**src/isa_pkg.sv**
```systemverilog
package isa_pkg;

  typedef logic [31:0] word_t;      // data word
  typedef logic [4:0]  reg_addr_t;  // register index

  typedef enum logic [5:0] {
    OP_SPECIAL = 6'h00,             // r-type, funct selects op
    OP_J       = 6'h02,
    OP_BEQ     = 6'h04,
    OP_BNE     = 6'h05,
    OP_ADDIU   = 6'h09,
    OP_LW      = 6'h23,
    OP_SW      = 6'h2b
  } opcode_t;

  typedef enum logic [5:0] {
    FN_ADDU = 6'h21,
    FN_SUBU = 6'h23,
    FN_AND  = 6'h24,
    FN_OR   = 6'h25,
    FN_SLT  = 6'h2a                 // signed compare
  } funct_t;

  typedef enum logic [2:0] {
    ALU_ADD,
    ALU_SUB,
    ALU_AND,
    ALU_OR,
    ALU_SLT
  } alu_op_t;

  localparam word_t nop_word = 32'h0000_0000;  // sll r0,r0,0

  // instruction field extractors
  function automatic logic [5:0] f_opcode(word_t inst);
    return inst[31:26];
  endfunction

  function automatic reg_addr_t f_rs(word_t inst);
    return inst[25:21];
  endfunction

  function automatic reg_addr_t f_rt(word_t inst);
    return inst[20:16];
  endfunction

  function automatic reg_addr_t f_rd(word_t inst);
    return inst[15:11];
  endfunction

  function automatic logic [5:0] f_funct(word_t inst);
    return inst[5:0];
  endfunction

  function automatic logic [15:0] f_imm(word_t inst);
    return inst[15:0];
  endfunction

  function automatic logic [25:0] f_jaddr(word_t inst);
    return inst[25:0];
  endfunction

endpackage

```
**src/pipe_pkg.sv**
```systemverilog
package pipe_pkg;
  import isa_pkg::*;

  typedef enum logic [1:0] {
    FWD_NONE = 2'd0,              // operand from register file
    FWD_MEM  = 2'd1,              // alu result in memory stage
    FWD_WB   = 2'd2               // write value in writeback
  } fwd_sel_t;

  // decode -> execute
  typedef struct packed {
    logic        en;              // valid instruction
    logic        wr_reg;          // writes register file
    logic        mem_wr;          // sw
    logic        mem_to_reg;      // lw
    alu_op_t     alu_op;
    logic        alu_imm;         // source b is the immediate
    logic        beq;
    logic        bne;
    logic        jump;
    reg_addr_t   rs;
    reg_addr_t   rt;
    reg_addr_t   dst;             // rd or rt
    word_t       rd1;
    word_t       rd2;
    word_t       imm;             // sign extended
    logic [25:0] jaddr;           // j target field
    word_t       pc_plus4;
  } id_ex_t;

  // execute -> memory
  typedef struct packed {
    logic        wr_reg;
    logic        mem_to_reg;
    reg_addr_t   dst;
    word_t       alu_res;         // also the data address
  } ex_mem_t;

endpackage

```
**src/hazard_if.sv**
```systemverilog
`timescale 1ns/1ps

interface hazard_if import isa_pkg::*, pipe_pkg::*; (
  input logic clk,
  input logic reset,
  input logic run
);
  reg_addr_t rs_d;              // sources of instruction in decode
  reg_addr_t rt_d;
  reg_addr_t rs_e;              // sources of instruction in execute
  reg_addr_t rt_e;
  reg_addr_t dst_e;
  logic      load_e;            // lw in execute
  reg_addr_t dst_m;
  logic      wr_m;
  reg_addr_t dst_w;
  logic      wr_w;
  fwd_sel_t  fwd_a;
  fwd_sel_t  fwd_b;
  logic      stall;             // load-use

  modport decode (output rs_d, rt_d);
  modport execute (output rs_e, rt_e, dst_e, load_e, input fwd_a, fwd_b);
  modport writeback (output dst_m, wr_m, dst_w, wr_w);
  modport hazard (input clk, reset, run, rs_d, rt_d, rs_e, rt_e, dst_e, load_e,
                  input dst_m, wr_m, dst_w, wr_w, output fwd_a, fwd_b, stall);
endinterface

```
**src/regfile.sv**
```systemverilog
`timescale 1ns/1ps

module regfile import isa_pkg::*; (
  input  logic      clk,
  input  logic      we,
  input  reg_addr_t ra1,
  input  reg_addr_t ra2,
  input  reg_addr_t wa,
  input  word_t     wd,
  output word_t     rd1,
  output word_t     rd2
);
  word_t regs [32];

  always_ff @(posedge clk) begin
    if (we) regs[wa] <= wd;         // r0 written but never read
  end

  // same-cycle write bypass
  assign rd1 = (ra1 == '0)            ? '0 :
               (we && (wa == ra1))    ? wd : regs[ra1];
  assign rd2 = (ra2 == '0)            ? '0 :
               (we && (wa == ra2))    ? wd : regs[ra2];

  a_write_known: assert property (@(posedge clk) we |-> !$isunknown({wa, wd}))
    else $error("register write with unknown index or data");

endmodule

```
**src/fetch_stage.sv**
```systemverilog
`timescale 1ns/1ps

module fetch_stage import isa_pkg::*; #(
  parameter word_t reset_pc = 32'h0000_0000
) (
  input  logic        clk,
  input  logic        reset,
  input  logic        run,
  input  logic        stall,
  input  logic        branch_take,
  input  word_t       branch_target,
  input  word_t       imem_data,
  output logic [29:0] imem_addr,
  output word_t       inst_d,
  output word_t       pc_plus4_d
);
  word_t pc;                        // address of the word on imem_data
  word_t next_pc;
  word_t inst_f;
  logic  fetch_ok;                  // low until the first word is back
  logic  advance;

  assign advance = run & ~stall;
  assign next_pc = !fetch_ok   ? pc :           // first fetch presents reset_pc
                   branch_take ? branch_target :
                                 pc + 32'd4;
  assign imem_addr = advance ? next_pc[31:2] : pc[31:2];  // refetch pc while held
  assign inst_f = (fetch_ok & ~branch_take) ? imem_data : nop_word;  // squash

  always_ff @(posedge clk) begin
    if (reset) begin
      pc       <= reset_pc;
      fetch_ok <= 1'b0;
      inst_d   <= nop_word;
    end else if (advance) begin
      pc       <= next_pc;
      fetch_ok <= 1'b1;
      inst_d   <= inst_f;
    end
  end

  always_ff @(posedge clk) begin
    if (advance) pc_plus4_d <= pc + 32'd4;  // link for branch target math
  end

  a_pc_aligned: assert property (@(posedge clk) disable iff (reset) pc[1:0] == 2'b00)
    else $error("pc not word aligned: %h", pc);

endmodule

```
**src/decode_stage.sv**
```systemverilog
`timescale 1ns/1ps

module decode_stage import isa_pkg::*, pipe_pkg::*; (
  input  logic      clk,
  input  logic      reset,
  input  logic      run,
  input  logic      stall,
  input  word_t     inst_d,
  input  word_t     pc_plus4_d,
  input  logic      wb_we,
  input  reg_addr_t wb_dst,
  input  word_t     wb_data,
  hazard_if.decode  hz,
  output id_ex_t    id_ex
);
  id_ex_t id_ex_d;
  word_t  rd1;
  word_t  rd2;
  logic   dst_rd;                   // r-type writes rd

  assign hz.rs_d = f_rs(inst_d);
  assign hz.rt_d = f_rt(inst_d);

  regfile regfile_inst (
    .clk, .we(wb_we),
    .ra1(f_rs(inst_d)), .ra2(f_rt(inst_d)),
    .wa(wb_dst), .wd(wb_data),
    .rd1, .rd2
  );

  always_comb begin
    id_ex_d    = '0;
    id_ex_d.en = 1'b1;
    dst_rd     = 1'b0;
    case (f_opcode(inst_d))
      OP_SPECIAL: begin
        id_ex_d.wr_reg = 1'b1;
        dst_rd         = 1'b1;
        case (f_funct(inst_d))
          FN_ADDU: id_ex_d.alu_op = ALU_ADD;
          FN_SUBU: id_ex_d.alu_op = ALU_SUB;
          FN_AND:  id_ex_d.alu_op = ALU_AND;
          FN_OR:   id_ex_d.alu_op = ALU_OR;
          FN_SLT:  id_ex_d.alu_op = ALU_SLT;
          default: begin              // nop and unknown functs
            id_ex_d.en     = 1'b0;
            id_ex_d.wr_reg = 1'b0;
          end
        endcase
      end
      OP_ADDIU: begin
        id_ex_d.wr_reg  = 1'b1;
        id_ex_d.alu_imm = 1'b1;
      end
      OP_LW: begin
        id_ex_d.wr_reg     = 1'b1;
        id_ex_d.mem_to_reg = 1'b1;
        id_ex_d.alu_imm    = 1'b1;    // base + offset
      end
      OP_SW: begin
        id_ex_d.mem_wr  = 1'b1;
        id_ex_d.alu_imm = 1'b1;
      end
      OP_BEQ:  id_ex_d.beq  = 1'b1;
      OP_BNE:  id_ex_d.bne  = 1'b1;
      OP_J:    id_ex_d.jump = 1'b1;
      default: id_ex_d.en   = 1'b0;   // undefined opcode runs as nop
    endcase
    id_ex_d.rs       = f_rs(inst_d);
    id_ex_d.rt       = f_rt(inst_d);
    id_ex_d.dst      = dst_rd ? f_rd(inst_d) : f_rt(inst_d);
    id_ex_d.rd1      = rd1;
    id_ex_d.rd2      = rd2;
    id_ex_d.imm      = {{16{inst_d[15]}}, f_imm(inst_d)};  // sign extend
    id_ex_d.jaddr    = f_jaddr(inst_d);
    id_ex_d.pc_plus4 = pc_plus4_d;
  end

  always_ff @(posedge clk) begin
    if (reset) begin
      id_ex <= '0;
    end else if (run) begin
      id_ex <= stall ? '0 : id_ex_d;  // bubble on load-use
    end
  end

endmodule

```
**src/execute_stage.sv**
```systemverilog
`timescale 1ns/1ps

module execute_stage import isa_pkg::*, pipe_pkg::*; (
  input  logic        clk,
  input  logic        reset,
  input  logic        run,
  input  id_ex_t      id_ex,
  input  word_t       wb_data,
  hazard_if.execute   hz,
  output logic        branch_take,
  output word_t       branch_target,
  output logic [29:0] dmem_addr,
  output logic        dmem_we,
  output logic        dmem_re,
  output word_t       dmem_wdata,
  output ex_mem_t     ex_mem
);
  word_t src_a;                     // forwarded rs
  word_t src_b_reg;                 // forwarded rt
  word_t src_b;
  word_t alu_res;
  logic  regs_equal;

  assign hz.rs_e   = id_ex.rs;
  assign hz.rt_e   = id_ex.rt;
  assign hz.dst_e  = id_ex.dst;
  assign hz.load_e = id_ex.en & id_ex.mem_to_reg;

  always_comb begin
    case (hz.fwd_a)
      FWD_MEM: src_a = ex_mem.alu_res;
      FWD_WB:  src_a = wb_data;
      default: src_a = id_ex.rd1;
    endcase
    case (hz.fwd_b)
      FWD_MEM: src_b_reg = ex_mem.alu_res;
      FWD_WB:  src_b_reg = wb_data;
      default: src_b_reg = id_ex.rd2;
    endcase
  end

  assign src_b = id_ex.alu_imm ? id_ex.imm : src_b_reg;

  always_comb begin
    case (id_ex.alu_op)
      ALU_ADD: alu_res = src_a + src_b;
      ALU_SUB: alu_res = src_a - src_b;
      ALU_AND: alu_res = src_a & src_b;
      ALU_OR:  alu_res = src_a | src_b;
      ALU_SLT: alu_res = {31'b0, $signed(src_a) < $signed(src_b)};
      default: alu_res = '0;
    endcase
  end

  // branch resolution on forwarded operands
  assign regs_equal  = (src_a == src_b_reg);
  assign branch_take = id_ex.en & (id_ex.jump | (id_ex.beq & regs_equal) |
                                   (id_ex.bne & ~regs_equal));
  assign branch_target = id_ex.jump ? {id_ex.pc_plus4[31:28], id_ex.jaddr, 2'b00}
                                    : id_ex.pc_plus4 + {id_ex.imm[29:0], 2'b00};

  assign dmem_addr  = alu_res[31:2];
  assign dmem_we    = id_ex.en & id_ex.mem_wr & run;  // no store while paused
  assign dmem_re    = id_ex.en & id_ex.mem_to_reg;
  assign dmem_wdata = src_b_reg;

  always_ff @(posedge clk) begin
    if (reset) begin
      ex_mem <= '0;
    end else if (run) begin
      ex_mem.wr_reg     <= id_ex.en & id_ex.wr_reg;
      ex_mem.mem_to_reg <= id_ex.en & id_ex.mem_to_reg;
      ex_mem.dst        <= id_ex.dst;
      ex_mem.alu_res    <= alu_res;
    end
  end

  a_fwd_legal: assert property (@(posedge clk) disable iff (reset)
    (hz.fwd_a != 2'b11) && (hz.fwd_b != 2'b11))
    else $error("unused forward select a=%0d b=%0d", hz.fwd_a, hz.fwd_b);

endmodule

```
**src/writeback_stage.sv**
```systemverilog
`timescale 1ns/1ps

module writeback_stage import isa_pkg::*, pipe_pkg::*; (
  input  logic       clk,
  input  logic       reset,
  input  logic       run,
  input  ex_mem_t    ex_mem,
  input  word_t      dmem_rdata,
  hazard_if.writeback hz,
  output logic       wb_we,
  output reg_addr_t  wb_dst,
  output word_t      wb_data
);
  logic  mem_to_reg_w;
  word_t alu_res_w;
  word_t load_w;                    // data memory word of a lw

  assign hz.dst_m = ex_mem.dst;
  assign hz.wr_m  = ex_mem.wr_reg;
  assign hz.dst_w = wb_dst;
  assign hz.wr_w  = wb_we;

  always_ff @(posedge clk) begin
    if (reset) begin
      wb_we        <= 1'b0;
      mem_to_reg_w <= 1'b0;
    end else if (run) begin
      wb_we        <= ex_mem.wr_reg;
      mem_to_reg_w <= ex_mem.mem_to_reg;
    end
  end

  always_ff @(posedge clk) begin
    if (run) begin
      wb_dst    <= ex_mem.dst;
      alu_res_w <= ex_mem.alu_res;
      load_w    <= dmem_rdata;      // valid in the load's memory cycle
    end
  end

  assign wb_data = mem_to_reg_w ? load_w : alu_res_w;

endmodule

```
**src/hazard_unit.sv**
```systemverilog
`timescale 1ns/1ps

module hazard_unit import isa_pkg::*, pipe_pkg::*; (
  hazard_if.hazard hz
);
  // memory stage wins over writeback, r0 never forwarded
  function automatic fwd_sel_t fwd_for(reg_addr_t src, logic wr_m, reg_addr_t dst_m,
                                       logic wr_w, reg_addr_t dst_w);
    if (wr_m && (dst_m != '0) && (dst_m == src)) begin
      return FWD_MEM;
    end else if (wr_w && (dst_w != '0) && (dst_w == src)) begin
      return FWD_WB;
    end
    return FWD_NONE;
  endfunction

  assign hz.fwd_a = fwd_for(hz.rs_e, hz.wr_m, hz.dst_m, hz.wr_w, hz.dst_w);
  assign hz.fwd_b = fwd_for(hz.rt_e, hz.wr_m, hz.dst_m, hz.wr_w, hz.dst_w);

  // lw in execute feeding the instruction in decode
  assign hz.stall = hz.load_e && (hz.dst_e != '0) &&
                    ((hz.dst_e == hz.rs_d) || (hz.dst_e == hz.rt_d));

  // the bubble clears load_e, so a taken stall lasts one cycle
  a_stall_once: assert property (@(posedge hz.clk) disable iff (hz.reset)
    (hz.stall && hz.run) |=> !hz.stall)
    else $error("load-use stall held for two cycles");

endmodule

```
**src/cpu_core.sv**
```systemverilog
`timescale 1ns/1ps

module cpu_core import isa_pkg::*, pipe_pkg::*; #(
  parameter word_t reset_pc = 32'h0000_0000
) (
  input  logic        clk,
  input  logic        reset,
  input  logic        run,
  output logic [29:0] imem_addr,    // word address
  input  word_t       imem_data,
  output logic [29:0] dmem_addr,    // word address
  output logic        dmem_we,
  output word_t       dmem_wdata,
  output logic        dmem_re,
  input  word_t       dmem_rdata
);
  word_t     inst_d;                // fetch -> decode
  word_t     pc_plus4_d;
  id_ex_t    id_ex;                 // decode -> execute
  ex_mem_t   ex_mem;                // execute -> writeback
  logic      branch_take;           // execute -> fetch
  word_t     branch_target;
  logic      wb_we;                 // writeback -> regfile
  reg_addr_t wb_dst;
  word_t     wb_data;

  hazard_if hz_if (.clk(clk), .reset(reset), .run(run));

  fetch_stage #(.reset_pc(reset_pc)) fetch_inst (
    .clk, .reset, .run,
    .stall         (hz_if.stall),
    .branch_take, .branch_target,
    .imem_data, .imem_addr,
    .inst_d, .pc_plus4_d
  );

  decode_stage decode_inst (
    .clk, .reset, .run,
    .stall (hz_if.stall),
    .inst_d, .pc_plus4_d,
    .wb_we, .wb_dst, .wb_data,
    .hz    (hz_if.decode),
    .id_ex
  );

  execute_stage execute_inst (
    .clk, .reset, .run,
    .id_ex, .wb_data,
    .hz    (hz_if.execute),
    .branch_take, .branch_target,
    .dmem_addr, .dmem_we, .dmem_re, .dmem_wdata,
    .ex_mem
  );

  writeback_stage writeback_inst (
    .clk, .reset, .run,
    .ex_mem, .dmem_rdata,
    .hz    (hz_if.writeback),
    .wb_we, .wb_dst, .wb_data
  );

  hazard_unit hazard_inst (.hz(hz_if.hazard));

endmodule

```
**config.mk**
```make
export PLATFORM = sky130hd
export DESIGN_NAME = cpu_core
export DESIGN_NICKNAME = d
export VERILOG_FILES = /design/src/isa_pkg.sv /design/src/pipe_pkg.sv /design/src/hazard_if.sv /design/src/regfile.sv /design/src/fetch_stage.sv /design/src/decode_stage.sv /design/src/execute_stage.sv /design/src/writeback_stage.sv /design/src/hazard_unit.sv /design/src/cpu_core.sv
export SDC_FILE = /design/constraint.sdc
export NUM_CORES = 2
export LEC_CHECK = 0
export ABC_AREA = 1
export BUFFER_PORTS_ARGS = -buffer_cell sky130_fd_sc_hd__buf_2
export CORE_MARGIN = 5
export CORE_UTILIZATION = 40
export CTS_CLUSTER_DIAMETER = 100
export CTS_CLUSTER_SIZE = 10
export DETAILED_ROUTE_END_ITERATION = 16
export PLACE_DENSITY = 0.55
export RECOVER_POWER = 100
export REMOVE_ABC_BUFFERS = 1
export SLEW_MARGIN = 25
export SYNTH_ARGS = -nofsm -noshare
export SYNTH_HDL_FRONTEND = slang
export SYNTH_SLANG_ARGS = --single-unit
```
**constraint.sdc**
```tcl
create_clock -name clk -period 9.2 [get_ports clk]
set_input_delay 1.84 -clock clk [delete_from_list [all_inputs] [get_ports clk]]
set_output_delay 1.84 -clock clk [all_outputs]
set_load 0.03 [all_outputs]
```
Word-level counts from Yosys, hierarchy flattened. Memory sizes are Yosys's and may differ from the RTL's. A register that Yosys moved wholly into a read port is not among the register bits. Index checks and enable logic that the tools add are counted.

Bits in registers: 387. Memory bits (writable): 1024. Bits of input ports: 67. Word-level logic and storage cells: 148. Memories: 1.

Memories: decode_inst.regfile_inst.regs (words 32, bits a word 32, read ports 2, clocked after memory_dff 2, write ports 1, line regfile.sv:13) `word_t regs [32];`.

Add/sub/neg operators: 4. $lt $le $gt $ge: 1. Eq/ne operators: 28. Mux-type cells: 44. Bitwise operators: 16. Reductions and logical operators: 23.

Operators with widths (count): 32-bit two-way mux (10); 180-bit two-way mux (1); 32-bit case mux with 5 select lines (1); 32-bit case mux with 2 select lines (2); 32-bit adder (2); 6-bit equality test, second input constant (7); 5-bit equality test (8); 32-bit by 3-bit adder with 32-bit output, second input constant (1); 32-bit bitwise AND (1); 32-bit equality test (1); 32-bit less-than comparator (1); 32-bit bitwise OR (1); 32-bit subtractor (1); 30-bit two-way mux (1); 5-bit two-way mux (5); 5-bit nonzero test (3); 2-bit two-way mux (7); 1-bit two-way mux (13); 6-bit by 3-bit equality test with 1-bit output, second input constant (2); 3-bit case mux with 4 select lines (1); 1-bit logical AND (10); 5-bit logical NOT (2); 1-bit bitwise AND (9); 3-bit by 2-bit equality test with 1-bit output, second input constant (2); 18 further kinds (24).

Depth between registers and ports, before layout.
Depth in word-level cells: 18. Mapped depth: 36.

Hierarchy. From an unflattened synthesis, not the netlist that was laid out.

Cells, all modules: 10017. Area, all modules: 79080.8 um^2.

Modules (own cells, without submodules): regfile (instances 1, cells each 6124, area an instance 53670.2 um^2, sequential area each 30749.5 um^2); execute_stage (instances 1, cells each 2374, area an instance 12293.0 um^2, sequential area each 780.7 um^2); decode_stage (instances 1, cells each 706, area an instance 5397.7 um^2, sequential area each 2762.6 um^2); fetch_stage (instances 1, cells each 495, area an instance 4374.2 um^2, sequential area each 2262.2 um^2); writeback_stage (instances 1, cells each 197, area an instance 2791.4 um^2, sequential area each 2112.0 um^2); hazard_unit (instances 1, cells each 121, area an instance 554.3 um^2, sequential area each 0.0 um^2).

Worst setup path before layout. OpenSTA, ideal clock, no wires.

Path kind: reg-to-output. From: register writeback_inst.wb_dst[3], in the netlist writeback_inst.hz.dst_w[3]. To: output dmem_addr[26]. Arrival time: 3.927 ns. Data required time: 7.360 ns. Setup slack: 3.433 ns. Cell stages (with the launch flop): 33. Path buffers: 3. Cells stage by stage: edfxtp_1 -> buf_4 -> nor2_2 -> nand3_1 -> nand2_2 -> inv_2 -> nand3_2 -> buf_2 -> nand3b_1 -> nand3_1 -> nand2_1 -> o21ai_0 -> inv_1 -> ha_1 -> fa_1 -> nor2_1 -> o21ai_0 -> nand2_1 -> nand2_1 -> a21oi_1 -> nand2_1 -> nand2_1 -> nand3_1 -> nand2_1 -> nand2_1 -> nand2_1 -> nand2_1 -> nand2_1 -> a21oi_1 -> o21ai_0 -> a21o_1 -> nand3_1 -> buf_4.

Word-level cells in the longest chain between the ends: 11. Elaborated cells between the ends (all ways): 24. Those cells by class: 2 x add/sub; 6 x eq/ne; 10 x mux; 2 x bitwise; 4 x reduce/logical.

RTL lines: start: declaration (line writeback_stage.sv:11) `output reg_addr_t wb_dst,`; start signal: assignment (line writeback_stage.sv:35) `wb_dst <= ex_mem.dst;`; 5-bit nonzero test (line hazard_unit.sv:11) `end else if (wr_w && (dst_w != '0) && (dst_w == src)) begin`; 1-bit logical AND (2 in series) (line hazard_unit.sv:11); 1-bit two-way mux (line hazard_unit.sv:11); 1-bit two-way mux (line hazard_unit.sv:9) `if (wr_m && (dst_m != '0) && (dst_m == src)) begin`; 2-bit two-way mux (line hazard_unit.sv:14) `return FWD_NONE;`; 2-bit equality test or 2-bit by 1-bit equality test with 1-bit output (tied branches) (line execute_stage.sv:35) `case (hz.fwd_b)`; 32-bit case mux with 2 select lines (line execute_stage.sv:35); 32-bit two-way mux (line execute_stage.sv:42) `assign src_b = id_ex.alu_imm ? id_ex.imm : src_b_reg;`; 32-bit subtractor (tied with other cells) (line execute_stage.sv:47) `ALU_SUB: alu_res = src_a - src_b;`; 32-bit case mux with 5 select lines * (line execute_stage.sv:45) `case (id_ex.alu_op)`; end: declaration (line cpu_core.sv:11) `output logic [29:0] dmem_addr,`.

Mark *: on every way between the ends. The rest lies on a longest branch, timed or not.

Worst setup path in the final report.
From: input run. To: output imem_addr[4].

Word-level cells in the longest chain between the ends: 2.

RTL lines: start: declaration (line cpu_core.sv:8) `input logic run,`; 1-bit bitwise AND (line fetch_stage.sv:23) `assign advance = run & ~stall;`; 30-bit two-way mux (line fetch_stage.sv:27) `assign imem_addr = advance ? next_pc[31:2] : pc[31:2];`; end: declaration (line cpu_core.sv:9) `output logic [29:0] imem_addr,`.

Every way passes these cells.

==> out/metrics.yaml <==
ys_top_cells_by_count: "1,463 x nand2_1, 1,312 x a21oi_1, 1,123 x edfxtp_1"
ant_nets: 0
n_fill_cell: 18330
hold_end: "writeback_inst.alu_res_w[23]$_DFFE_PP_"
root_buffer: "clkbuf_16"
avgSynthCellArea_um2: 8.620
synthArstFlopShare_pct: 0
synth_area_leaders: "edfxtp_1 45%, a21oi_1 8.8%, nand2_1 7.4%, o21ai_0 7.0%, dfxtp_1 6.7%"
pwr-share-seq_pct: 48.7
die_x_um: 441.1
yosysMostFrequentCell: "nand2_1"
cts.sinks: 1373
yosys_warnings: 0
crit_arrival_ns: 6.92
synth_edf_count: 1123
clkPwrFrac_pct: 40.3
wl_met1_um: 120100
post_cts_buffers: 0
max_cap_violations: 61
final_max_slew_viol_count: 1419
critPathLaunchType: "input port"
finalHoldViolCount: 0
port_buffers: 160
min_path_cells: 0
grt_pass1_wl_um: 425200
num_io_pins: 161
ys_types: 60
drive_above_1_share_pct: 4.908
fin_skew_ns: 0.03503
area_growth_pct: 8.759
vias: 65480
gr-usage-all-layers_pct: 29.85
regToRegSetupSlack_ns: 2.79
place_inst: 10740
r2r_cells: 4
h-tree-depth: 4
peakVddDrop_v: 0.0001453
rsz0062_at_grt: "no"
seq_area_frac_synth_pct: 52.08
reg2reg_from: "writeback_inst.hz.dst_w[1]$_DFFE_PP_"
fin_crit_ns: 8.759
finalSetupViolCount: 0
path_clk_slew_ns: 0.06
layoutNonFillerInstCount: 10980
top_layer: "met5"
grt_max_degree: 239
drc_errors: 0
antenna_found_initial: 15
path_max_fanout: 53
grt_pass1_vias: 59800
violations: "max-capacitance violations, max-slew violations"
fin_nets: 8617
dr.pass1.iters: 8
die_y_um: 441.1
drt_iter0_markers: 7778
power.switching_mw: 3.839
wl_met2_um: 134000
dpl_cell_area_um2: 76960
via_per_inst: 5.962
slew_headroom_pct: -310.9
wl_met3_um: 27460
power.density_nw_per_um2: 176.7
core_area_um2: 185200
clock_path_buffers: 3
finalPower_mw: 14.29
min_period_over_period_pct: 95.21
synthCells: 8626
final_area_um2: 80870
std_cell_rows: 158
drt_wl_total_um: 300400
grt.overflow.total: 0
fmax_mhz: 114.2
cts_tree: "done"
die-area_um2: 194600
routedWlPerCell_um: 27.35
required_ns: 7.36
status: "finished, violations left"
min_path_type: "register to register"
gp_congestion: 1.010
syn_area_um2: 74360
clock_latency_ns: 0.83
ys_ff_latch: 1373
tightest_slew_ns: 6.164
rr_endpoint: "decode_inst.regfile_inst.regs[17][5]$_DFFE_PP_"
p_leak_nw: 30.03
start_util_pct: 40.14
synth_top_area_share_pct: 45.35
cts_made_buffers: 155
path_class: "input port to primary output"
yosysTopAreaCell: "edfxtp_1"
tns_ns: 0
intPower_mw: 10.45
worstHoldStart: "execute_inst.ex_mem[23]$_SDFFE_PP0P_"
p_sw_share_pct: 26.86
pwr-share-comb_pct: 11.0
ys.flop_type: "edfxtp_1"
end_kind: "primary output"
dp_hpwl_um: 183300
## registers in the layout (all words and copies together), names as in the netlist, named ones only
register                       flops
writeback_inst.hz.wr_w             1
fetch_inst.pc                     30
fetch_inst.fetch_ok                1
writeback_inst.alu_res_w          32
writeback_inst.mem_to_reg_w        1
decode_inst.regfile_inst.regs   1024
fetch_inst.pc_plus4_d             30
fetch_inst.inst_d                 32
execute_inst.ex_mem               39
writeback_inst.load_w             32
writeback_inst.hz.dst_w            5
decode_inst.id_ex                136
## logic make-up (layout without fill, tap and decap cells)
family | after synthesis | after routing | share of synthesized area (%)
other cells | 0 | 6 | 0
flops | 1373 | 1373 | 52.08
xor+xnor | 67 | 67 | 0.7892
simple gates | 2452 | 2452 | 14.08
mux | 8 | 8 | 0.1077
compound gates | 2913 | 2913 | 21.78
buf+inv | 1678 | 1549 | 8.855
fa+ha+maj | 135 | 135 | 2.302
## repair_timing
item | in CTS | in global routing
setup endpoints to repair | 0 | 3
gates resized for setup | 0 | 2
hold buffers | 0 | 0
## how the worst max path moves through the flow
stage / slack (ns) / cells after the start / to / startpoint
6_report: 0.44 / 9 / imem_addr[4] / run
5_1_grt: 0.05 / 9 / imem_addr[7] / run
4_1_cts: 0.31 / 28 / dmem_addr[26] / decode_inst.id_ex[52]$_SDFFE_PP0P_
3_5_place_dp: 1.20 / 28 / dmem_addr[26] / decode_inst.id_ex[52]$_SDFFE_PP0P_
3_3_place_gp: 1.29 / 28 / dmem_addr[26] / execute_inst.ex_mem[33]$_SDFFE_PP0P_
2_1_floorplan: -8.14 / 7 / decode_inst.id_ex[139]$_SDFFE_PP0P_ / register
## final cells by class
class | instances | area, um^2 | share of cell area, %
timing repair buffer | 290 | 1619 | 2.002
tap | 2480 | 3103 | 3.837
clock inverter | 13 | 211.5 | 0.2615
antenna | 6 | 15.01 | 0.01857
sequential | 1373 | 38760 | 47.93
multi-input combinational | 5575 | 29080 | 35.96
clock buffer | 226 | 4219 | 5.217
inverter | 1020 | 3854 | 4.765
## through the flow
step           hold slack [ns]  utilization (%)  setup WS [ns]
2_1_floorplan           0.4082                -         -8.138
3_3_place_gp            0.4125            41.55          1.286
3_5_place_dp            0.4132            41.55          1.195
4_1_cts                 0.4268            43.94         0.3055
5_1_grt                 0.4449            43.65        0.05404
6_report                0.4273            43.66         0.4409
## metal layers
| layer | vias to the layer above | global-route usage, % |
|---|---|---|
| met5 | - | 0 |
| met4 | 4 | 14.89 |
| met3 | 715 | 5.328 |
| met2 | 3529 | 46.81 |
| met1 | 31520 | 39.88 |
| li1 | 29720 | - |
## worst max-delay path, cell delays in order
cell	delay [ns]
buf_6	0.42
inv_6	0.33
nor2_1	1.48
inv_2	0.82
nor2_4	0.72
buf_4	0.53
nand3_1	0.17
nand2_1	0.13
clkbuf_1	0.33
## power by group through the flow
stage | Sequential [mW] | Clock, mW | Combinational, mW
final | 6.96 | 5.75 | 1.58
after detailed placement | 7.09 | 0 | 1.56
after global placement | 7.08 | 0 | 1.56
after global routing | 6.97 | 6.10 | 1.70
after CTS | 6.96 | 5.84 | 1.57
after floorplan | 7.13 | 0 | 0.969
## cells in the final DEF, fill, tap and decap left out, drive strengths merged, types with 6 or more instances in the layout
cell and instances:
xor2 53, xnor2 14, clkinv 11, a211oi 6, o211ai 206, nand4 24
o21ai 1044, nand3 584, ha 132, edfxtp 1123, nor3 27, a21oi 1312
a221oi 6, dfxtp 250, a311oi 11, o22ai 12, nor2 251, o221a 9
a21o 8, a31oi 63, o21bai 6, o21a 9, nand3b 74, inv 1020
mux2i 8, nor4 7, diode 6, buf 131, o221ai 148, nand2 1465
o2111ai 15, o311ai 37, a21boi 8, or2 13, clkbuf 385
No activity file was read; power rests on OpenSTA's default activity.
